File: src/verilog/core_pkg.sv
`default_nettype none

package core_pkg;

    localparam int xlen = 32;

    // RV32I base opcodes
    localparam logic [6:0] op_reg    = 7'b0110011;
    localparam logic [6:0] op_imm    = 7'b0010011;
    localparam logic [6:0] op_load   = 7'b0000011;
    localparam logic [6:0] op_store  = 7'b0100011;
    localparam logic [6:0] op_branch = 7'b1100011;
    localparam logic [6:0] op_jal    = 7'b1101111;
    localparam logic [6:0] op_jalr   = 7'b1100111;
    localparam logic [6:0] op_lui    = 7'b0110111;
    localparam logic [6:0] op_auipc  = 7'b0010111;

    // ALU operations
    localparam logic [3:0] alu_add  = 4'd0;
    localparam logic [3:0] alu_sub  = 4'd1;
    localparam logic [3:0] alu_and  = 4'd2;
    localparam logic [3:0] alu_or   = 4'd3;
    localparam logic [3:0] alu_xor  = 4'd4;
    localparam logic [3:0] alu_sll  = 4'd5;
    localparam logic [3:0] alu_srl  = 4'd6;
    localparam logic [3:0] alu_sra  = 4'd7;
    localparam logic [3:0] alu_slt  = 4'd8;
    localparam logic [3:0] alu_sltu = 4'd9;

    // Immediate formats
    localparam logic [2:0] imm_i = 3'd0;
    localparam logic [2:0] imm_s = 3'd1;
    localparam logic [2:0] imm_b = 3'd2;
    localparam logic [2:0] imm_u = 3'd3;
    localparam logic [2:0] imm_j = 3'd4;

    // Write-back sources
    localparam logic [1:0] wb_alu = 2'd0;
    localparam logic [1:0] wb_mem = 2'd1;
    localparam logic [1:0] wb_pc4 = 2'd2;
    localparam logic [1:0] wb_tgt = 2'd3;

    // Second adder sources
    // tgt_imm passes the immediate alone for lui
    localparam logic [1:0] tgt_pc  = 2'd0;
    localparam logic [1:0] tgt_rs1 = 2'd1;
    localparam logic [1:0] tgt_imm = 2'd2;

    typedef struct packed {
        logic [6:0] funct7;
        logic [4:0] rs2;
        logic [4:0] rs1;
        logic [2:0] funct3;
        logic [4:0] rd;
        logic [6:0] opcode;
    } r_fmt_t;

    typedef struct packed {
        logic [11:0] imm;
        logic [4:0]  rs1;
        logic [2:0]  funct3;
        logic [4:0]  rd;
        logic [6:0]  opcode;
    } i_fmt_t;

    typedef struct packed {
        logic [6:0] imm_hi;
        logic [4:0] rs2;
        logic [4:0] rs1;
        logic [2:0] funct3;
        logic [4:0] imm_lo;
        logic [6:0] opcode;
    } s_fmt_t;

    // Three views of one instruction word
    typedef union packed {
        r_fmt_t r_fmt;
        i_fmt_t i_fmt;
        s_fmt_t s_fmt;
    } instr_u;

endpackage

`default_nettype wire

File: src/verilog/alu.sv
`timescale 1ns/1ps
`default_nettype none

module alu import core_pkg::*; (
    input  logic [3:0]      alu_op,
    input  logic [xlen-1:0] a,
    input  logic [xlen-1:0] b,
    output logic [xlen-1:0] result,
    output logic            zero,
    output logic            neg
);

    logic [4:0] shamt;

    assign shamt = b[4:0];

    always_comb begin
        case (alu_op)
            alu_add:  result = a + b;
            alu_sub:  result = a - b;
            alu_and:  result = a & b;
            alu_or:   result = a | b;
            alu_xor:  result = a ^ b;
            alu_sll:  result = a << shamt;
            alu_srl:  result = a >> shamt;
            alu_sra:  result = $signed(a) >>> shamt;
            alu_slt:  result = {{(xlen-1){1'b0}}, $signed(a) < $signed(b)};
            alu_sltu: result = {{(xlen-1){1'b0}}, a < b};
            default:  result = '0;
        endcase
    end

    // Flags for branch resolution
    assign zero = (result == '0);
    assign neg  = result[xlen-1];

endmodule

`default_nettype wire

File: config.mk
export PLATFORM = sky130hd
export DESIGN_NAME = alu
export DESIGN_NICKNAME = d
export VERILOG_FILES = /design/src/verilog/core_pkg.sv /design/src/verilog/alu.sv
export SDC_FILE = /design/constraint.sdc
export NUM_CORES = 1
export LEC_CHECK = 0
export BUFFER_PORTS_ARGS = -buffer_cell sky130_fd_sc_hd__buf_2
export CORE_MARGIN = 2
export CORE_UTILIZATION = 55
export DETAILED_ROUTE_END_ITERATION = 7
export PLACE_DENSITY = 0.78
export SLEW_MARGIN = 0
export SYNTH_ARGS = -nofsm -noshare
export SYNTH_HDL_FRONTEND = slang
export SYNTH_SLANG_ARGS = --single-unit
File: constraint.sdc
create_clock -name vclk -period 5.67
set_clock_uncertainty 0.1 [all_clocks]
set_input_delay 0.8505 -clock vclk [all_inputs]
set_output_delay 0.8505 -clock vclk [all_outputs]
set_load 0.05 [all_outputs]
==> impl_metrics.yaml, run 1 <==
worst_setup_path:
  cp.required_ns: 4.72
  path_class: "input pin to output pin"
  crit_path_end_kind: "output pin"
  arrival_ns: 4.66
  crit_path_max_fanout: 30
  start_kind: "input pin"
logic_synthesis:
  yosys.area_share.simple: 0.2373
  yosys.area.top_type: "mux4_2"
  syn_nets: 1554
  yosysSeqAreaShare: 0
  synth.cell_area_mm2: 0.009801
  synth_area_leaders: "mux4_2 14%, ha_1 13%, nand2_1 6.0%"
  synth_top_family_by_area: "compound AO/OA/AOI/OAI gates"
  synth_fa_ha_area_frac: 0.1292
  synth_compound_area_frac: 0.3227
  synthMuxAreaShare: 0.2004
  synthCells: 1386
  synthDistinctLibCells: 92
  synth_xor_area_frac: 0.01430
  avgSynthCellArea_um2: 7.071
  yosysWarnings: 0
  synth_top_area_frac: 0.1448
run_status:
  status: "complete, but fails checks"
  violations: "design-rule violations"
timing:
  hold_slack_ns: 2.544
  drv_slew: 0
  slew_headroom: 0.3823
  period_needed_ns: 5.612
  fmaxAchievable_ghz: 0.1782
  final_hold_viol_count: 0
  post-route-period-util: 0.9897
  postLayoutSetupSlackWorst_ns: 0.05828
  tns_ns: 0
  tightest_slew_ns: 0.9033
  setup-violations-final: 0
finish:
  nFlopsAndLatches: 0
  regArea_um2: 0
  layout-drive-gt1-share: 0.2626
  fin_cells: 1768
  nNetsFinal: 1712
  syn2layout_area_growth_pct: 18.27
  nClkBuffers: 0
global_routing:
  antenna_found_initial: 1
  grt-ovfl-total: 0
  grt_pass1_wl_um: 74310
  grt_util_all_layers: 0.5262
  grt_pass1_vias: 11950
  grt_max_degree: 49
die:
  start_util: 0.5647
  die_h_um: 137.5
  die_w_um: 137.5
  num_rows: 48
  pin_count: 102
  dieArea_mm2: 0.01890
  core_mm2: 0.01736
clock_network:
  post_cts_buffers: 0
power_and_ir_drop:
  p_per_area_mw_per_mm2: 118.6
  ir_drop_uv: 109.3
  power_leakage_uw: 0.004995
route:
  postRouteAntennaNets: 0
  wl_per_cell_um: 28.65
  viasPerCell: 7.597
  drc: 6
  vias: 13430
  drtPass1Iterations: 8
  drt_iter0_drc: 2330
  wl_um: 50650
placed_design:
  port_buffers: 102
  place.gp.congestion: 1.231
  placed_cells: 1767
  post-place-ws_ns: 0.04470
  hpwl_um: 39990
job:
  max_cap_violations: 0
hold_path:
  hold_class: "input pin to output pin"
==> Yosys cell counts (7+ instances only) <==
library cell,instances
nand2_1,156
nor2_1,122
ha_1,98
a21oi_1,94
inv_1,94
o21ai_0,93
clkbuf_1,67
mux4_2,63
nor3_1,38
a31oi_1,30
nand3_1,30
mux2i_1,29
buf_2,27
a211oi_1,26
o211ai_1,26
nor2b_1,22
a22oi_1,17
nor4_1,17
or3_1,17
o22ai_1,15
xnor2_1,14
nand4_1,13
a221oi_1,12
o221ai_1,12
o31ai_1,12
buf_4,11
o311ai_0,11
a21o_1,10
mux2_2,10
o21a_1,10
and2_1,9
and3_1,9
nand2b_1,9
a211o_1,8
or2_2,8
a2111oi_0,7
a32oi_1,7
buf_1,7
o21bai_1,7
==> cells in the final DEF (no fill, tap or decap), types with 12 or more instances in the layout <==
master    count
a211oi_1     24
a21oi_1      91
a221oi_1     12
a22oi_1      17
a31oi_1      30
buf_2       100
buf_4       167
ha_1         95
inv_1        94
mux2i_1      28
mux4_2       63
nand2_1     156
nand3_1      30
nand4_1      13
nor2_1      121
nor2b_1      21
nor3_1       37
nor4_1       13
o211ai_1     26
o21ai_0      85
o221ai_1     12
o22ai_1      15
or3_1        16
xnor2_1      14
==> layer usage <==
| metal | global-route usage | part of all wire | routed length, um |
|---|---|---|---|
| met5 | 0 | 0 | 0 |
| met2 | 0.7546 | 0.41 | 20520 |
| met3 | 0.1652 | 0.16 | 8125 |
| met4 | 0.3328 | 0.083 | 4217 |
| met1 | 0.6806 | 0.35 | 17790 |
==> cells by family after synthesis <==
family                     after synthesis
xor gates and xnor gates                16
adders and majority gates              100
muxes                                  109
and+or+nand+nor                        482
AOI/OAI and AO/OA                      464
buffers and inverters                  215
==> through the flow <==
step | utilization | power [uW] | instance area (um2)
after floorplan | - | 822.8 | 9927
after global placement | 0.6607 | 1273 | 11470
after detailed placement | 0.6607 | 1283 | 11470
after CTS | 0.6607 | 1289 | 11470
after global routing | 0.6677 | 1426 | 11590
final | 0.6678 | 1374 | 11590
==> report_power, final <==
group,switching (uW),internal [uW]
Sequential,0,0
Clock,0,0.00000672
Combinational,879,495
==> critical path: stages <==
cell	delay [ns]
buf_4	0.12
buf_12	0.23
mux2_2	0.40
mux4_2	0.54
mux2_4	0.31
a2111oi_4	0.43
o211ai_1	0.23
a211oi_2	0.29
o32ai_2	0.11
or3_1	0.37
nor4_4	0.26
nand4bb_4	0.16
nor2b_4	0.12
clkbuf_4	0.22
==> final timing paths <==
kind	start	end	slack (ns)	depth (start not counted)
worst max-delay path	b[0]	zero	0.06	14
worst min-delay path	b[4]	result[2]	2.54	5
==> repair_timing <==
item | in CTS | in global routing
hold buffers | 0 | 0
endpoints found under the hold margin | 0 | 0
resized for setup | 0 | 25
endpoints found under the setup margin | 0 | 1
==> cell type report <==
class / instances / area, um2
fillers: 1607 / 5766
diodes: 1 / 2.502
multi-input cells: 1171 / 9079
repair buffers: 274 / 1864
well taps: 225 / 281.5
inverters: 97 / 364.1
Note: power is estimated with default switching activity, not from simulation.
==> run 2, diff against run 1 <==
--- a/config.mk
+++ b/config.mk
@@ -7,9 +7,11 @@
 export LEC_CHECK = 0
 export BUFFER_PORTS_ARGS = -buffer_cell sky130_fd_sc_hd__buf_2
 export CORE_MARGIN = 2
-export CORE_UTILIZATION = 55
+export CORE_UTILIZATION = 57
 export DETAILED_ROUTE_END_ITERATION = 7
-export PLACE_DENSITY = 0.78
+export MAX_ROUTING_LAYER = met4
+export PLACE_DENSITY = 0.81
+export SETUP_SLACK_MARGIN = 0.15
 export SLEW_MARGIN = 0
 export SYNTH_ARGS = -nofsm -noshare
 export SYNTH_HDL_FRONTEND = slang
==> impl_metrics.yaml, run 2 (synthesized netlist as in run 1, its figures left out) <==
finish:
  regArea_um2: 0
  syn2layout_area_growth_pct: 20.13
  final_common_cell: "buf_4"
  nFlopsAndLatches: 0
  layout-drive-gt1-share: 0.2732
  nNetsFinal: 1711
  layout_common_cells: "161 x buf_4, 156 x nand2_1, 121 x nor2_1"
  utilization: 0.7050
  fillers: 1429
  nClkBuffers: 0
  multi_input_area_mm2: 0.009176
worst_setup_path:
  cp_slowest_cell: "mux4_2"
  crit_path_max_fanout: 11
  max_stage_delay_ns: 0.53
  critPathTopFamily: "simple AND/OR/NAND/NOR gates"
  crit_path_end_kind: "output pin"
  start_kind: "input pin"
  worst-path-buf-inv: 4
  arrival_ns: 4.56
  path_class: "input pin to output pin"
  cp.required_ns: 4.72
  crit_chain: "buf_8, buf_12, buf_12, mux4_2, and2_1, a221o_1, nand4_1, nand4_1, a211o_1, or4_4, nor4_4, nand4b_1, nand4bb_4, nor2b_4, buf_6"
run_status:
  status: "complete, but fails checks"
  violations: "design-rule violations"
placed_design:
  port_buffers: 102
  place.gp.congestion: 1.277
  hpwl_um: 38740
timing:
  period_needed_ns: 5.510
  setup-violations-final: 0
  tns_ns: 0
  drv_slew: 0
  post-route-period-util: 0.9717
  fmaxAchievable_ghz: 0.1815
  slew_headroom: 0.2857
  tightest_slew_ns: 1.069
  final_hold_viol_count: 0
  rsz0062_at_grt: "no"
route:
  postRouteAntennaNets: 0
  drt_iter0_drc: 2294
  viasPerCell: 7.591
  drtPass1Iterations: 8
  drc: 1
  vias: 13380
  wl_per_cell_um: 28.14
  wl_um: 49620
global_routing:
  grt_pass1_vias: 12000
  grt_max_degree: 54
  grt_pass1_wl_um: 73110
  grt_util_all_layers: 0.5400
  antenna_found_initial: 1
  grt-ovfl-total: 0
die:
  pin_count: 102
  dieArea_mm2: 0.01826
  die_w_um: 135.1
  die_h_um: 135.1
  num_rows: 47
  start_util: 0.5868
  core_mm2: 0.01670
hold_path:
  hold_class: "input pin to output pin"
job:
  max_cap_violations: 0
clock_network:
  hold_buffers: 0
==> run 2: cell count changes in the layout (fill, tap and decap cells not counted), moves of 2 or more <==
| cell | change |
|---|---|
| ha_2 | +2 |
| fa_1 | -2 |
| a31oi_2 | +3 |
| buf_12 | +4 |
| ha_1 | -4 |
| fa_2 | +2 |
| a21oi_1 | -2 |
| buf_4 | -6 |
| ha_4 | +2 |
| a31oi_1 | -3 |
==> run 2: layout make-up <==
class | instances | share of cell area
inverter | 97 | 0.03114
timing repair buffer | 273 | 0.1657
tap | 220 | 0.02338
antenna | 2 | 0.0004251
multi-input combinational | 1171 | 0.7794
==> run 2: final timing paths <==
kind                  startpoint   endpoint  slack, ns  cells after the start
worst min-delay path   alu_op[2]  result[0]       2.49                      5
worst max-delay path        b[0]       zero       0.16                     15
==> run 2: per-layer routing <==
layer	track usage	vias up	part of all wire
li1	-	5599	-
met1	0.6626	6054	0.35
met2	0.7747	1358	0.40
met3	0.1652	372	0.16
met4	0.3310	0	0.092
met5	-	-	0
==> run 2: per-stage QoR <==
step	hold slack (ns)	setup WS [ns]	cell area [um2]	std cells
4_1_cts	2.459	0.1700	11500	1752
6_report	2.493	0.1603	11770	1763
3_3_place_gp	2.448	-0.02940	11460	1752
5_1_grt	2.522	0.1219	11770	1762
2_1_floorplan	2.073	0.08970	9972	1386
3_5_place_dp	2.459	-0.1648	11460	1752
==> run 2: timing repair <==
item                                    CTS  global route
cloned                                    0             1
resized for setup                         7            38
endpoints found under the setup margin    1             1
pin swaps                                 1            10
setup buffers                             0             8
