===== src/verilog/core_pkg.sv =====
`default_nettype none

package core_pkg;

    localparam int xlen = 32;

    // RV32I base opcodes
    localparam logic [6:0] op_reg    = 7'b0110011;
    localparam logic [6:0] op_imm    = 7'b0010011;
    localparam logic [6:0] op_load   = 7'b0000011;
    localparam logic [6:0] op_store  = 7'b0100011;
    localparam logic [6:0] op_branch = 7'b1100011;
    localparam logic [6:0] op_jal    = 7'b1101111;
    localparam logic [6:0] op_jalr   = 7'b1100111;
    localparam logic [6:0] op_lui    = 7'b0110111;
    localparam logic [6:0] op_auipc  = 7'b0010111;

    // ALU operations
    localparam logic [3:0] alu_add  = 4'd0;
    localparam logic [3:0] alu_sub  = 4'd1;
    localparam logic [3:0] alu_and  = 4'd2;
    localparam logic [3:0] alu_or   = 4'd3;
    localparam logic [3:0] alu_xor  = 4'd4;
    localparam logic [3:0] alu_sll  = 4'd5;
    localparam logic [3:0] alu_srl  = 4'd6;
    localparam logic [3:0] alu_sra  = 4'd7;
    localparam logic [3:0] alu_slt  = 4'd8;
    localparam logic [3:0] alu_sltu = 4'd9;

    // Immediate formats
    localparam logic [2:0] imm_i = 3'd0;
    localparam logic [2:0] imm_s = 3'd1;
    localparam logic [2:0] imm_b = 3'd2;
    localparam logic [2:0] imm_u = 3'd3;
    localparam logic [2:0] imm_j = 3'd4;

    // Write-back sources
    localparam logic [1:0] wb_alu = 2'd0;
    localparam logic [1:0] wb_mem = 2'd1;
    localparam logic [1:0] wb_pc4 = 2'd2;
    localparam logic [1:0] wb_tgt = 2'd3;

    // Second adder sources
    // tgt_imm passes the immediate alone for lui
    localparam logic [1:0] tgt_pc  = 2'd0;
    localparam logic [1:0] tgt_rs1 = 2'd1;
    localparam logic [1:0] tgt_imm = 2'd2;

    typedef struct packed {
        logic [6:0] funct7;
        logic [4:0] rs2;
        logic [4:0] rs1;
        logic [2:0] funct3;
        logic [4:0] rd;
        logic [6:0] opcode;
    } r_fmt_t;

    typedef struct packed {
        logic [11:0] imm;
        logic [4:0]  rs1;
        logic [2:0]  funct3;
        logic [4:0]  rd;
        logic [6:0]  opcode;
    } i_fmt_t;

    typedef struct packed {
        logic [6:0] imm_hi;
        logic [4:0] rs2;
        logic [4:0] rs1;
        logic [2:0] funct3;
        logic [4:0] imm_lo;
        logic [6:0] opcode;
    } s_fmt_t;

    // Three views of one instruction word
    typedef union packed {
        r_fmt_t r_fmt;
        i_fmt_t i_fmt;
        s_fmt_t s_fmt;
    } instr_u;

endpackage

`default_nettype wire


===== src/verilog/signext.sv =====
`timescale 1ns/1ps
`default_nettype none

module signext import core_pkg::*; (
    input  instr_u          instr,
    input  logic [2:0]      imm_sel,
    output logic [xlen-1:0] imm
);

    i_fmt_t i_v;
    s_fmt_t s_v;

    assign i_v = instr.i_fmt;
    assign s_v = instr.s_fmt;

    always_comb begin
        case (imm_sel)
            imm_s: imm = {{20{s_v.imm_hi[6]}}, s_v.imm_hi, s_v.imm_lo};
            // imm[12|10:5] in imm_hi, imm[4:1|11] in imm_lo
            imm_b: imm = {{20{s_v.imm_hi[6]}}, s_v.imm_lo[0], s_v.imm_hi[5:0],
                          s_v.imm_lo[4:1], 1'b0};
            imm_u: imm = {i_v.imm, i_v.rs1, i_v.funct3, 12'b0};
            // Instruction bits 31, 19:12, 20, 30:21
            imm_j: imm = {{12{i_v.imm[11]}}, i_v.rs1, i_v.funct3, i_v.imm[0],
                          i_v.imm[10:1], 1'b0};
            default: imm = {{20{i_v.imm[11]}}, i_v.imm};
        endcase
    end

endmodule

`default_nettype wire


===== config.mk =====
export PLATFORM = sky130hd
export DESIGN_NAME = signext
export DESIGN_NICKNAME = d
export VERILOG_FILES = /design/src/verilog/core_pkg.sv /design/src/verilog/signext.sv
export SDC_FILE = /design/constraint.sdc
export NUM_CORES = 1
export LEC_CHECK = 0
export ABC_AREA = 1
export BUFFER_PORTS_ARGS = -buffer_cell sky130_fd_sc_hd__buf_2
export CAP_MARGIN = 10
export CORE_MARGIN = 4
export CORE_UTILIZATION = 32
export DETAILED_ROUTE_END_ITERATION = 12
export GPL_ROUTABILITY_DRIVEN = 0
export PLACE_DENSITY = 0.9
export SYNTH_ARGS = -nofsm -noshare
export SYNTH_HDL_FRONTEND = slang
export SYNTH_SLANG_ARGS = --single-unit

===== constraint.sdc =====
create_clock -name vclk -period 1.95
set_clock_uncertainty 0.2 [all_clocks]
set_input_delay 0.0975 -clock vclk [all_inputs]
set_output_delay 0.0975 -clock vclk [all_outputs]
set_load 0.005 [all_outputs]

==> results list, run 1 <==
* Relative contribution of the clock network to total power: 0
* GRT Total Usage: 0.1552
* Effective utilization at floorplan: 0.3579
- Ratio of final minimum period to clock period: 0.6786
- The startpoint identified for the worst hold timing path is instr[12].
- Final hold violation count: 0
- The routed layout has 691 vias.
- For this run the aggregate overflow at the end of global routing stands at 0.
* Maximum clock frequency: 755.7 MHz
- Switching fraction of total power: 0.5227
- Most frequently used cell type in the post-synthesis netlist: sky130_fd_sc_hd__nand2_1
* Area contributors post-synth: sky130_fd_sc_hd__nand2_1 (30%), sky130_fd_sc_hd__o211ai_1 (13%), sky130_fd_sc_hd__nand3_1 (9.6%)
- The final number of max-transition violations was 0.
- STA classifies the critical path startpoint as an input port.
- The path class of the tightest hold or removal check is in -> out.
* WS Path Type: in -> out
* Pin count of the biggest net entering global routing: 20
- The share of total power dissipated in combinational logic is 1.000.
- Sequential cell count: 0
- STA puts the critical path data required time at 1.65 ns.
- At the end of the flow, the number of nets in the layout was 175.
- In the final layout, flip-flops and latches occupy 0 um^2.
- DRT Pass-1 Iters: 4
- For this design the ratio of total power to cell area is 247.4 nW/um^2.
* Synthesized cell area: 419.2 um^2
- The first global-routing pass estimated 2546 um of wire.
* Area growth syn-to-layout: 66.87%
- Of all nets on the critical path, the largest fanout is 11.
- Distinct cell type count after synthesis: 13
* Final Hold Slack: 0.2489 ns
* Layout clock buffers: 0
* Syn nets: 117
* Leading post-synthesis cells by instance count: sky130_fd_sc_hd__nand2_1 (33), sky130_fd_sc_hd__inv_1 (9), sky130_fd_sc_hd__nand3_1 (8)
- The share of total power dissipated in sequential elements is 0.
- The path with the worst hold slack has its endpoint at imm[12].
- Combined area of the multi-input logic cells: 340.3 um^2
- Number of top-level pins: 67
* Post-CTS sizing: 0
* Die X-Extent: 44.19 um
- Each instance of the synthesized netlist takes up on average 5.112 um^2.
- Number of buffers inserted by hold repair at cts: 0
- Summed over all nets, the half-perimeter wirelength after detailed placement is 1360 um.
* Crit end category: output pin
- Counting the fill cells in the layout gives 114.
- The number of global-route vias before repair is 577.
- The analysis attributes to net switching a power of 0.00009046 W.
* Core box area: 1171 um^2
- After floorplanning, the core was divided into 12 placement rows.
- Share of cells above drive strength 1: 0.4928
- Dividing the detail-routed via count by the number of cells gives 4.546.
* Cells after synthesis: 82
- The die covers 1953 um^2.
- Overall power consumption after layout is estimated at 0.0001730 W.
- Share of the core filled with cells in the final layout: 0.5972
* Crit path time final: 1.323 ns
* Count of port buffers added during placement: 60
* Max-Slew Margin vs Limit: 0.8634
- # setup viols final: 0
- Antenna violations before repair: 0
* Area share of the leading cell type in the synthesized netlist: 0.2955
- Max-cap violations in this run came to 0.
- In the final routed layout, each cell accounts on average for 10.32 um.
- The synthesized design spends more area on one cell type than any other, namely sky130_fd_sc_hd__nand2_1.
- Static leakage: 0.4654 nW
- Adding up every negative setup slack in the final design gives 0 ns.
- The number of antenna diodes in the final layout is 0.
- The floorplan step set the die height to 44.19 um.
- Setup repair after global routing left no endpoint under its margin.
- Cell-internal power: 0.00008258 W
* Worst EP arrival: 1.03 ns
* Routed wire length: 1569 um
- Number of remaining DRC errors: 0
- Number of DRC violations after detailed-routing iteration 0: 12
* Warning count from the yosys run: 0
- Routed Antenna Nets: 0
- VDD sags by at most 100.7 uV.
* Depth of the worst hold-timing path: 4
* Fraction of the yosys area taken by sequential cells: 0
- Outcome: complete, no violations
* Post-CTS setup repair buffer count: 0
- For the pin with the worst max-slew slack, the measured transition is 0.2049 ns.
-- layout by cell type (no fill, tap or decap), drive strengths merged --
| master | netlist | final |
|---|---|---|
| buf | 4 | 60 |
| nand2 | 36 | 36 |
| o211ai | 7 | 7 |
| nor2 | 8 | 8 |
| nand4 | 2 | 2 |
| nand3 | 10 | 10 |
| o21ai | 4 | 4 |
| inv | 11 | 11 |
-- how the worst max path moves through the flow --
| stage | depth (start not counted) | from | endpoint |
|---|---|---|---|
| detailed placement | 7 | imm_sel[0] | imm[29] |
| finish | 7 | imm_sel[0] | imm[29] |
| CTS | 7 | imm_sel[0] | imm[29] |
| floorplan | 6 | imm_sel[0] | imm[26] |
| global placement | 7 | imm_sel[0] | imm[29] |
| global route | 7 | imm_sel[0] | imm[29] |
-- through the flow --
step                      cell area [um^2]  setup slack [ns]  instances
after global placement               699.4            0.6547        152
final                                699.4            0.6267        152
after floorplan                      419.2            0.9778         82
after global routing                 699.4            0.5180        152
after detailed placement             699.4            0.6188        152
after CTS                            699.4            0.6188        152
-- power by group through the flow --
stage          Sequential [W]  Combinational [W]  Clock, W
3_5_place_dp                0           0.000175         0
3_3_place_gp                0           0.000171         0
5_1_grt                     0           0.000197         0
2_1_floorplan               0          0.0000836         0
6_report                    0           0.000173         0
4_1_cts                     0           0.000175         0
-- worst max-delay path: stages --
cell                       delay, ns
sky130_fd_sc_hd__buf_2          0.15
sky130_fd_sc_hd__nor2_4         0.16
sky130_fd_sc_hd__nand2_2        0.11
sky130_fd_sc_hd__inv_1          0.10
sky130_fd_sc_hd__nand2_2        0.13
sky130_fd_sc_hd__o211ai_1       0.13
sky130_fd_sc_hd__buf_2          0.14
-- logic make-up (layout without fill, tap and decap cells) --
| kind of cell | after synthesis | after routing | synth area share |
|---|---|---|---|
| buffers and inverters | 15 | 71 | 0.1880 |
| AOI/OAI and AO/OA | 11 | 11 | 0.1731 |
| and+or+nand+nor | 56 | 56 | 0.6388 |
-- final cells by class --
type,instances,area share
tap,14,0.02504
inverter,11,0.05903
multi-input combinational,67,0.4866
timing repair buffer,60,0.4293
-- layer usage --
metal  GRT usage  wire (um)  up-vias
li1            -          -      380
met1      0.2143        630      263
met2      0.2674        702       48
met3     0.02439        236        0
met4           0          0        0
met5           0          0        -
No activity file was read; power rests on OpenSTA's default activity.
==> run 2: changes to the inputs <==
- CORE_UTILIZATION: 32 -> 30
- PLACE_DENSITY: 0.9 -> 0.85
- clock period: 1.95 -> 1.3 ns (I/O delays scaled with it)
==> run 2 against run 1 <==
Net effect: sequential cell count unchanged; largest cell class unchanged; die area up 5.5%; via count up 4.1%; non-clock buffer count unchanged; first-iteration DRC count down 25%; largest power group unchanged; power up 50%; cell area up 0.89%; critical endpoint is now imm[25]; combinational power up 50%; hold slack worse by 0.064 ns; global-route usage down 1.4 points; final cell count up 0.66%; count of clock-buffer cells in the layout unchanged.
==> results list, run 2 (synthesized netlist as in run 1, its figures left out) <==
- Leaving out fill and tap cells, the most frequent cell in the layout is sky130_fd_sc_hd__buf_2.
- # setup viols final: 0
* Pin count of the biggest net entering global routing: 20
- The final number of max-transition violations came to 0.
- The floorplan step set the die height to 45.38 um.
- Antenna violations before repair: 0
- Die X-Extent: 45.38 um
- Wires add up to 1582 um.
* Max-cap violations: 0
* Ratio of final minimum period to clock period: 0.9564
- The worst hold path passes through 4 cells.
- Number of DRC violations after detailed-routing iteration 0: 9
- Class of the tightest hold or removal check: in -> out
* Area of all placed cells without fillers: 705.7 um^2
* Number of remaining DRC errors: 0
- Total negative slack for setup checks: 0 ns
- Detailed placement ended at an HPWL of 1355 um.
* Crit end category: output pin
* Areal power density over the cells: 368.1 nW/um^2
* Sequential cell count: 0
- Most frequent cells in the layout: sky130_fd_sc_hd__buf_2 (60), sky130_fd_sc_hd__nand2_1 (33), sky130_fd_sc_hd__inv_1 (9)
- Global-route wire length before repair: 2332 um
* Static leakage: 0.4729 nW
- The count of endpoints failing hold in the final timing report was 0.
* Setup repair after global routing missed its margin: true
* Slew at the pin closest to its max-slew limit: 0.2120 ns
* DRT Pass-1 Iters: 4
* Max-Slew Margin vs Limit: 0.8587
- Rows: 13
* Via count normalized by instance count: 4.699
* Worst EP arrival: 0.98 ns
* Worst-case setup margin in the final layout: 0.05674 ns
- Largest voltage drop on the vdd net: 172.1 uV
* WS Path Type: in -> out
* Maximum clock frequency: 804.3 MHz
- In this run the most critical hold path is launched from instr[18].
- After the last flow step, the layout net total stands at 175.
- The path with the worst hold slack has its endpoint at imm[18].
- The flow ran to the end, and the final reports show no timing, DRC or antenna violations.
* Overall power of the completed layout: 0.0002598 W
* Ant. Diodes: 0
- Detailed routing inserted a total of 719 vias.
- Die outline area: 2059 um^2
- In this run the worst path has a maximum fanout of 11.
- Critical path, cell by cell: buf_2 > nor2_4 > nand2_2 > inv_1 > nand2_4 > o211ai_1 > buf_2
- In this run the remaining antenna-violating nets after routing total 0.
* Area growth syn-to-layout: 68.36%
- For this run, the total global-route usage over all layers was measured as 0.1408.
- Element type at the critical path start: input port
* Area occupied by registers: 0 um^2
- Largest stage delay on the critical path: 0.16 ns
- For this design, the slowest cell found on the critical path is sky130_fd_sc_hd__nor2_4.
- The count of buffers added on input and output ports is 60.
- Worst-case setup slack after placement: 0.03634 ns
* Number of global-route vias before repair: 575
* Filler cell count in the final layout: 144
* Effective utilization at floorplan: 0.3221
- Instance area at placement: 700.7 um^2
* Core box area: 1301 um^2
- Layout clock buffers: 0
* Average wire per cell in the routed design: 10.34 um
* Worst path most repeated cell: sky130_fd_sc_hd__buf_2
- Data required time of the worst path: 1.03 ns
- Pin placement for this block handled 67 I/O pins.
- The worst path needs 1.243 ns of the cycle, external delays included.
- In the final layout, the share of cells above drive strength 1 is 0.4928.
- For this run the aggregate overflow at the end of global routing stands at 0.
-- run 2: changes by cell type in the layout (fill, tap and decap cells not counted) --
cell	before	now
sky130_fd_sc_hd__nand2_2	3	2
sky130_fd_sc_hd__nand2_4	0	1
-- run 2: routing by layer --
metal,share of wire,vias up,GRT usage
met2,0.52,39,0.2786
li1,-,379,-
met5,0,-,0
met4,0.016,0,0.01170
met3,0.092,4,0.007905
met1,0.37,297,0.1671
-- run 2: report_power, final --
part           switching [W]  total [W]  internal, W
Clock                      0          0            0
Sequential                 0          0            0
Combinational       0.000136   0.000260     0.000124
-- run 2: area by class of cell --
type	instances	area, um^2	area share
Multi-Input combinational cell	67	345.3	0.4894
Timing Repair Buffer	60	300.3	0.4255
Inverter	11	41.29	0.05851
Tap cell	15	18.77	0.02660
-- run 2: how the worst max path moves through the flow --
stage | cells after the start | end | start
2_1_floorplan | 6 | imm[26] | imm_sel[0]
3_3_place_gp | 7 | imm[29] | imm_sel[0]
3_5_place_dp | 7 | imm[26] | imm_sel[0]
4_1_cts | 7 | imm[25] | imm_sel[0]
5_1_grt | 7 | imm[25] | imm_sel[0]
6_report | 7 | imm[25] | imm_sel[0]
-- run 2: critical path, delay by kind of cell --
family                 cells  cell delay [ns]
buffers and inverters      3             0.43
AND/OR/NAND/NOR            3             0.39
AO/OA/AOI/OAI              1             0.10
-- run 2: per-stage QoR --
stage                     cells  hold slack [ns]    util
after floorplan              82          0.01082       -
after global placement      153           0.1815  0.5385
after detailed placement    153           0.1864  0.5385
after CTS                   153           0.1883  0.5385
after global routing        153           0.2009  0.5423
final                       153           0.1847  0.5423
-- run 2: repair_timing --
item,4_1_cts,5_1_grt
hold buffers,0,0
resized for setup,0,1
endpoints found under the setup margin,0,12
setup buffers,0,0
