<file path="src/verilog/core_pkg.sv">
`default_nettype none

package core_pkg;

    localparam int xlen = 32;

    // RV32I base opcodes
    localparam logic [6:0] op_reg    = 7'b0110011;
    localparam logic [6:0] op_imm    = 7'b0010011;
    localparam logic [6:0] op_load   = 7'b0000011;
    localparam logic [6:0] op_store  = 7'b0100011;
    localparam logic [6:0] op_branch = 7'b1100011;
    localparam logic [6:0] op_jal    = 7'b1101111;
    localparam logic [6:0] op_jalr   = 7'b1100111;
    localparam logic [6:0] op_lui    = 7'b0110111;
    localparam logic [6:0] op_auipc  = 7'b0010111;

    // ALU operations
    localparam logic [3:0] alu_add  = 4'd0;
    localparam logic [3:0] alu_sub  = 4'd1;
    localparam logic [3:0] alu_and  = 4'd2;
    localparam logic [3:0] alu_or   = 4'd3;
    localparam logic [3:0] alu_xor  = 4'd4;
    localparam logic [3:0] alu_sll  = 4'd5;
    localparam logic [3:0] alu_srl  = 4'd6;
    localparam logic [3:0] alu_sra  = 4'd7;
    localparam logic [3:0] alu_slt  = 4'd8;
    localparam logic [3:0] alu_sltu = 4'd9;

    // Immediate formats
    localparam logic [2:0] imm_i = 3'd0;
    localparam logic [2:0] imm_s = 3'd1;
    localparam logic [2:0] imm_b = 3'd2;
    localparam logic [2:0] imm_u = 3'd3;
    localparam logic [2:0] imm_j = 3'd4;

    // Write-back sources
    localparam logic [1:0] wb_alu = 2'd0;
    localparam logic [1:0] wb_mem = 2'd1;
    localparam logic [1:0] wb_pc4 = 2'd2;
    localparam logic [1:0] wb_tgt = 2'd3;

    // Second adder sources
    // tgt_imm passes the immediate alone for lui
    localparam logic [1:0] tgt_pc  = 2'd0;
    localparam logic [1:0] tgt_rs1 = 2'd1;
    localparam logic [1:0] tgt_imm = 2'd2;

    typedef struct packed {
        logic [6:0] funct7;
        logic [4:0] rs2;
        logic [4:0] rs1;
        logic [2:0] funct3;
        logic [4:0] rd;
        logic [6:0] opcode;
    } r_fmt_t;

    typedef struct packed {
        logic [11:0] imm;
        logic [4:0]  rs1;
        logic [2:0]  funct3;
        logic [4:0]  rd;
        logic [6:0]  opcode;
    } i_fmt_t;

    typedef struct packed {
        logic [6:0] imm_hi;
        logic [4:0] rs2;
        logic [4:0] rs1;
        logic [2:0] funct3;
        logic [4:0] imm_lo;
        logic [6:0] opcode;
    } s_fmt_t;

    // Three views of one instruction word
    typedef union packed {
        r_fmt_t r_fmt;
        i_fmt_t i_fmt;
        s_fmt_t s_fmt;
    } instr_u;

endpackage

`default_nettype wire

</file>
<file path="src/verilog/control.sv">
`timescale 1ns/1ps
`default_nettype none

module control import core_pkg::*; (
    input  instr_u     instr,
    input  logic       alu_zero,
    input  logic       alu_neg,
    output logic [3:0] alu_op,
    output logic [2:0] imm_sel,
    output logic       alu_use_imm,
    output logic       mem_read,
    output logic       mem_write,
    output logic       reg_write,
    output logic [1:0] wb_sel,
    output logic [1:0] tgt_sel,
    output logic       take_target
);

    logic [6:0] opcode;
    logic [2:0] funct3;
    logic       alt;
    logic [3:0] arith_op;
    logic       branch_taken;

    assign opcode = instr.r_fmt.opcode;
    assign funct3 = instr.r_fmt.funct3;

    // funct7[5] selects sub/sra, but only shifts look at it for immediates
    assign alt = instr.r_fmt.funct7[5] && (opcode == op_reg || funct3 == 3'b101);

    always_comb begin
        case (funct3)
            3'b000:  arith_op = alt ? alu_sub : alu_add;
            3'b001:  arith_op = alu_sll;
            3'b010:  arith_op = alu_slt;
            3'b011:  arith_op = alu_sltu;
            3'b100:  arith_op = alu_xor;
            3'b101:  arith_op = alt ? alu_sra : alu_srl;
            3'b110:  arith_op = alu_or;
            default: arith_op = alu_and;
        endcase
    end

    // Branch outcome from the flags of rs1 - rs2
    always_comb begin
        case (funct3)
            3'b000:  branch_taken = alu_zero;
            3'b001:  branch_taken = !alu_zero;
            3'b100:  branch_taken = alu_neg;
            3'b101:  branch_taken = !alu_neg;
            default: branch_taken = 1'b0;
        endcase
    end

    always_comb begin
        alu_op      = alu_add;
        imm_sel     = imm_i;
        alu_use_imm = 1'b0;
        mem_read    = 1'b0;
        mem_write   = 1'b0;
        reg_write   = 1'b0;
        wb_sel      = wb_alu;
        tgt_sel     = tgt_pc;
        take_target = 1'b0;
        case (opcode)
            op_reg: begin
                alu_op    = arith_op;
                reg_write = 1'b1;
            end
            op_imm: begin
                alu_op      = arith_op;
                alu_use_imm = 1'b1;
                reg_write   = 1'b1;
            end
            op_load: begin
                alu_use_imm = 1'b1;
                mem_read    = 1'b1;
                reg_write   = 1'b1;
                wb_sel      = wb_mem;
            end
            op_store: begin
                imm_sel     = imm_s;
                alu_use_imm = 1'b1;
                mem_write   = 1'b1;
            end
            op_branch: begin
                imm_sel     = imm_b;
                alu_op      = alu_sub;
                take_target = branch_taken;
            end
            op_jal: begin
                imm_sel     = imm_j;
                reg_write   = 1'b1;
                wb_sel      = wb_pc4;
                take_target = 1'b1;
            end
            op_jalr: begin
                tgt_sel     = tgt_rs1;
                reg_write   = 1'b1;
                wb_sel      = wb_pc4;
                take_target = 1'b1;
            end
            op_lui: begin
                imm_sel   = imm_u;
                tgt_sel   = tgt_imm;
                reg_write = 1'b1;
                wb_sel    = wb_tgt;
            end
            op_auipc: begin
                imm_sel   = imm_u;
                reg_write = 1'b1;
                wb_sel    = wb_tgt;
            end
            default: begin
                // Unknown opcode writes nothing
            end
        endcase
    end

endmodule

`default_nettype wire

</file>
<file path="config.mk">
export PLATFORM = sky130hd
export DESIGN_NAME = control
export DESIGN_NICKNAME = d
export VERILOG_FILES = /design/src/verilog/core_pkg.sv /design/src/verilog/control.sv
export SDC_FILE = /design/constraint.sdc
export NUM_CORES = 1
export LEC_CHECK = 0
export BUFFER_PORTS_ARGS = -buffer_cell sky130_fd_sc_hd__clkbuf_2
export CORE_AREA = 2 2 39 41
export DETAILED_ROUTE_END_ITERATION = 7
export DIE_AREA = 0 0 41 43
export PLACE_DENSITY_LB_ADDON = 0.25
export REMOVE_ABC_BUFFERS = 1
export SETUP_SLACK_MARGIN = 0.02
export SLEW_MARGIN = 25
export SYNTH_ARGS = -nofsm -noshare
export SYNTH_HDL_FRONTEND = slang
export SYNTH_SLANG_ARGS = --single-unit
</file>
<file path="constraint.sdc">
create_clock -name vclk -period 1
set_clock_uncertainty 0.1 [all_clocks]
set_input_delay 0.1 -clock vclk [all_inputs]
set_output_delay 0.1 -clock vclk [all_outputs]
set_load 0.02 [all_outputs]
</file>
==> reports/summary.txt, run 1 <==
Status -> finished, violations left
Failing checks -> negative setup slack
Drt first pass iters -> 2
First-pass GRT wire length -> 1.455 mm
CP endpoint kind -> output port
Tmin final -> 1166 ps
Netlist Area Pre-Place -> 246.5 um2
GR Util met1 -> 14.56%
# port buffers -> 29
Initial Utilization -> 17.81%
Vias post-DR -> 409
Full die area -> 0.001763 mm2
Setup_tns -> -1157 ps
Max-Cap Viols -> 0
Post-synth top area cell -> nand4_2
Cells after synthesis -> 39
Met3 Usage GRT -> 0%
Gr busiest metal -> met2
Diodes inserted -> 0
Distinct cells, synth -> 22
Fill count -> 141
Setup Crit Path Kind -> primary input to output port
Worst Hold Class -> primary input to output port
GR met2 Demand/Resource -> 20.31%
Area Overhead vs Synth -> 172.1%
WL final -> 944 um
Grt total ovfl -> 0
RSZ-0062 raised after global routing -> yes
Drc violations -> 0
VDD IR-drop max -> 0.0001242 V
Vias per inst -> 4.398
Core area -> 0.001384 mm2
Area occupied by multi-input gates -> 289.0 um2
Worst setup SP type -> primary input
GRT Util Overall -> 11.09%
Die width -> 41 um
Pwr per Cell Area -> 282.7 mW/mm2
Final Worst Setup Slack -> -166.0 ps
Initial antenna violation count -> 0
Worst path cell trace -> buf_8 > nor3_4 > nand2b_2 > o211ai_1 > buf_4
Critical path data arrival time -> 970 ps
Die Ht -> 43 um
Core Util, Final -> 48.46%
Fin crit share -> 116.6%
Antenna Nets Post-Route -> 0
FP Rows -> 14
Dpl hpwl -> 706.2 um
Slowest cell on crit path -> nor3_4
Clkbuf count -> 0
Worst Path Required -> 800 ps
Hold Buf Count CTS -> 0
DR WL/cell -> 10.15 um
Seq. cell area -> 0 um2
Vias in the first global route -> 368
Num sequential -> 0
CP max stage delay -> 240 ps
Avg Inst Size Synth -> 6.320 um2
Lkg Pwr -> 0.0003410 uW
CP max FO -> 6
Post-synthesis sequential area ratio -> 0%
Gp weighted congestion -> 0.6174
Top-area cell type share of the netlist area -> 10.15%
Number of primary I/O pins -> 50
Final nets -> 113
Most frequent cells after synthesis -> nor2_1 (6), nand2_1 (5), inv_1 (4)
Final Hold Vio Count -> 0
Starting DRT DRC Count -> 2
Synth area leaders -> nand4_2 (10%), nor2_1 (9.1%), mux2i_1 (8.1%)
Worst Tran Pin Value -> 220.5 ps
Largest net degree at the start of global routing -> 7
Synthesis Warnings -> 0
Share of cells above drive strength 1 -> 74.03%
Top-count cell post-synth -> nor2_1
Slew margin rel. -> 85.25%
Max Slew Vio Count -> 0
# setup viols final -> 13
Fmax -> 857.7 MHz
[cells by family (layout without fill, tap and decap cells)]
| kind of cell | count (synthesis) | count (layout) | share of synthesized area (%) |
|---|---|---|---|
| multiplexers | 2 | 2 | 8.122 |
| XOR/XNOR | 1 | 1 | 3.554 |
| AND/OR/NAND/NOR | 22 | 22 | 55.33 |
| AO/OA/AOI/OAI | 9 | 9 | 24.87 |
| buffers and inverters | 5 | 43 | 8.118 |
[metrics by stage]
stage	worst slack, ps	hold WS (ps)	cell area, um2	power, uW	cells
2_1_floorplan	-219.5	179.8	241.5	52.38	38
3_5_place_dp	-211.5	447.6	474.2	133.6	92
4_1_cts	-192.4	447.7	580.6	161.7	93
3_3_place_gp	-202.5	440.4	474.2	133.3	92
6_report	-166.0	449.7	670.6	189.6	93
5_1_grt	-242.6	463.6	670.6	204.9	93
[power breakdown]
group	internal [uW]	switching (uW)	leakage [uW]
clock	0	0	0
sequential	0	0	0
combinational	102	87.2	0.000341
total	102	87.2	0.000341
[path summary, 6_finish.rpt]
path	start	cells past startpoint	slack, ps	end
worst max-delay path	instr[3]	5	-170	reg_write
worst min-delay path	instr[13]	3	450	alu_op[2]
[placed cells by master (no fill, tap or decap), types with 2 or more instances in the layout]
cell type,instances
nand2_2,2
inv_4,2
nand2_4,2
mux2i_1,2
clkbuf_2,5
buf_6,7
o21ai_1,2
buf_8,5
buf_4,17
clkbuf_4,4
nor2_1,5
nand4_4,2
nor3_2,2
[area by class of cell]
type,instances,area share (%)
multi-input combinational,34,43.10
timing repair buffer,39,50.93
tap,16,2.985
inverter,4,2.985
[worst max-delay path, delay by kind of cell]
kind / cells / cell delay (ps)
compound gates: 1 / 220
buf+inv: 2 / 270
simple gates: 2 / 370
[what timing repair did]
| item | 4_1_cts | 5_1_grt |
|---|---|---|
| resized for setup | 27 | 42 |
| pin swaps | 7 | 10 |
| setup endpoints to repair | 16 | 16 |
| buffers inserted | 1 | 0 |
[routing by layer]
layer	vias up	routed length (um)	share of wire [%]
met5	-	0	0
met4	0	0	0
met3	0	64	6.8
met2	16	525	56
met1	179	353	37
li1	214	-	-
No activity file was read; power rests on OpenSTA's default activity.
==> run 2, diff against run 1 <==
--- a/config.mk
+++ b/config.mk
@@ -5,10 +5,12 @@
 export SDC_FILE = /design/constraint.sdc
 export NUM_CORES = 1
 export LEC_CHECK = 0
-export BUFFER_PORTS_ARGS = -buffer_cell sky130_fd_sc_hd__clkbuf_2
+export BUFFER_PORTS_ARGS = -buffer_cell sky130_fd_sc_hd__buf_2
+export CAP_MARGIN = 20
 export CORE_AREA = 2 2 39 41
 export DETAILED_ROUTE_END_ITERATION = 7
 export DIE_AREA = 0 0 41 43
+export MAX_ROUTING_LAYER = met4
 export PLACE_DENSITY_LB_ADDON = 0.25
 export REMOVE_ABC_BUFFERS = 1
 export SETUP_SLACK_MARGIN = 0.02
==> run 2 against run 1 <==
  * The run still ends with negative setup slack left
  * Via count rose by 2.4%
  * Worst hold slack worse by 12 ps
  * Sequential cell count stayed put
  * Final area rose by 6.3%
  * Final cell count increased by 2.2%
  * Setup slack worse by 22 ps
  * First-iteration DRC count up 100%
  * Die area unchanged
  * Total power grew 7.1%
  * Count of clock-buffer cells in the layout unchanged
  * Combinational power grew 7%
  * Sequential share of layout area did not move
  * Critical path type unchanged
==> reports/summary.txt, run 2 (synthesis results as in run 1) <==
Status -> finished, violations left (unchanged)
Failing checks -> negative setup slack (unchanged)
Final non-filler cell total -> 95 (was 93)
First-pass GRT wire length -> 1.380 mm (was 1.455 mm)
Core Util, Final -> 51.54% (was 48.46%)
Number of primary I/O pins -> 50 (unchanged)
Share of cells above drive strength 1 -> 79.75% (was 74.03%)
Worst setup SP type -> primary input (unchanged)
Commonest non-fill, non-tap cell in the layout -> buf_4 (unchanged)
RSZ-0062 raised after global routing -> yes (unchanged)
DP Area -> 489.2 um2 (was 474.2 um2)
# setup viols final -> 13 (unchanged)
Slew margin rel. -> 82.36% (was 85.25%)
Antenna Nets Post-Route -> 0 (unchanged)
Vias per inst -> 4.411 (was 4.398)
Final hold slack -> 437.3 ps (was 449.7 ps)
Worst Tran Pin Value -> 263.8 ps (was 220.5 ps)
Setup Crit Path Kind -> primary input to output port (unchanged)
Die Ht -> 43 um (unchanged)
Vias post-DR -> 419 (was 409)
FP Rows -> 14 (unchanged)
Diodes inserted -> 0 (unchanged)
Fin crit share -> 118.8% (was 116.6%)
Fmax -> 841.4 MHz (was 857.7 MHz)
Comb pwr share -> 100.0% (about the same)
CP max FO -> 4 (was 6)
Design Area, Final -> 713.2 um2 (was 670.6 um2)
Placed insts -> 94 (was 92)
Largest net degree at the start of global routing -> 7 (unchanged)
Initial antenna violation count -> 0 (unchanged)
Critical path data arrival time -> 990 ps (was 970 ps)
WL final -> 1.094 mm (was 944 um)
Lkg Pwr -> 0.0003554 uW (was 0.0003410 uW)
Seq. cell area -> 0 um2 (unchanged)
Final nets -> 115 (was 113)
DR WL/cell -> 11.52 um (was 10.15 um)
GRT Util Overall -> 10.64% (was 11.09%)
Vias in the first global route -> 365 (was 368)
VDD IR-drop max -> 0.0001181 V (was 0.0001242 V)
Full die area -> 0.001763 mm2 (unchanged)
Tmin final -> 1188 ps (was 1166 ps)
Max-Cap Viols -> 0 (unchanged)
Final Worst Setup Slack -> -188.5 ps (was -166.0 ps)
Starting DRT DRC Count -> 4 (was 2)
Drc violations -> 0 (unchanged)
Sequential Power Share -> 0% (about the same)
Area Overhead vs Synth -> 189.3% (was 172.1%)
Num sequential -> 0 (unchanged)
Sw frac -> 47.43% (was 45.99%)
Drt first pass iters -> 2 (unchanged)
Switch Pwr -> 96.32 uW (was 87.19 uW)
Final Hold Vio Count -> 0 (unchanged)
Gp weighted congestion -> 0.6369 (was 0.6174)
Most frequent cells in the layout -> buf_4 (18), buf_6 (14), buf_2 (7) (was buf_4 (17), buf_6 (7), nor2_1 (5), clkbuf_2 (5), buf_8 (5))
Initial Utilization -> 17.81% (unchanged)
Max Slew Vio Count -> 0 (unchanged)
Clkbuf count -> 0 (unchanged)
Die width -> 41 um (unchanged)
Pwr per Cell Area -> 284.8 mW/mm2 (was 282.7 mW/mm2)
Dpl hpwl -> 719.6 um (was 706.2 um)
CP endpoint kind -> output port (unchanged)
Worst Hold Class -> primary input to output port (unchanged)
# port buffers -> 29 (unchanged)
Core area -> 0.001384 mm2 (unchanged)
Clock Power Share -> 0% (about the same)
Worst Path Required -> 800 ps (about the same)
Grt total ovfl -> 0 (unchanged)
P_int -> 106.8 uW (was 102.4 uW)
## run 2: cell type report
class / instances / area (um2)
Multi-Input combinational cell: 34 / 315.3
Fill cell: 127 / 670.6
Tap cell: 16 / 20.02
Inverter: 4 / 20.02
Timing Repair Buffer: 41 / 357.8
## run 2: final timing paths
check | endpoint | slack (ps) | cells after the start | startpoint
worst max-delay path | mem_read | -190 | 6 | instr[3]
worst min-delay path | alu_op[2] | 440 | 3 | instr[13]
## run 2: per-layer routing
metal	global-route usage, %	routed length, um	up-vias
met5	-	0	-
li1	-	-	218
met3	0	67	0
met4	0	0	0
met2	19.69	658	16
met1	12.97	367	185
## run 2: power by group through the flow
stage	logic, uW	registers, uW	clock network, uW
global route	217	0	0
global placement	139	0	0
finish	203	0	0
detailed placement	139	0	0
CTS	172	0	0
floorplan	52.4	0	0
## run 2: through the flow
| step | TNS [ps] | total power (uW) | worst slack, ps |
|---|---|---|---|
| final | -1478 | 203.1 | -188.5 |
| after floorplan | -880.5 | 52.38 | -219.5 |
| after global routing | -2251 | 217.4 | -249.2 |
| after CTS | -1333 | 172.4 | -186.3 |
| after global placement | -1867 | 139.2 | -194.1 |
| after detailed placement | -1931 | 139.2 | -203.0 |
## run 2: critical path: stages
cell and delay (ps):
buf_8 100, nor3_4 270, nand2b_4 90, buf_6 140, nor3_4 130, buf_6 150
## run 2: timing repair
item,4_1_cts,5_1_grt
endpoints found under the setup margin,16,16
resized for setup,31,29
pin swaps,11,7
hold buffers,0,0
setup buffers,0,1
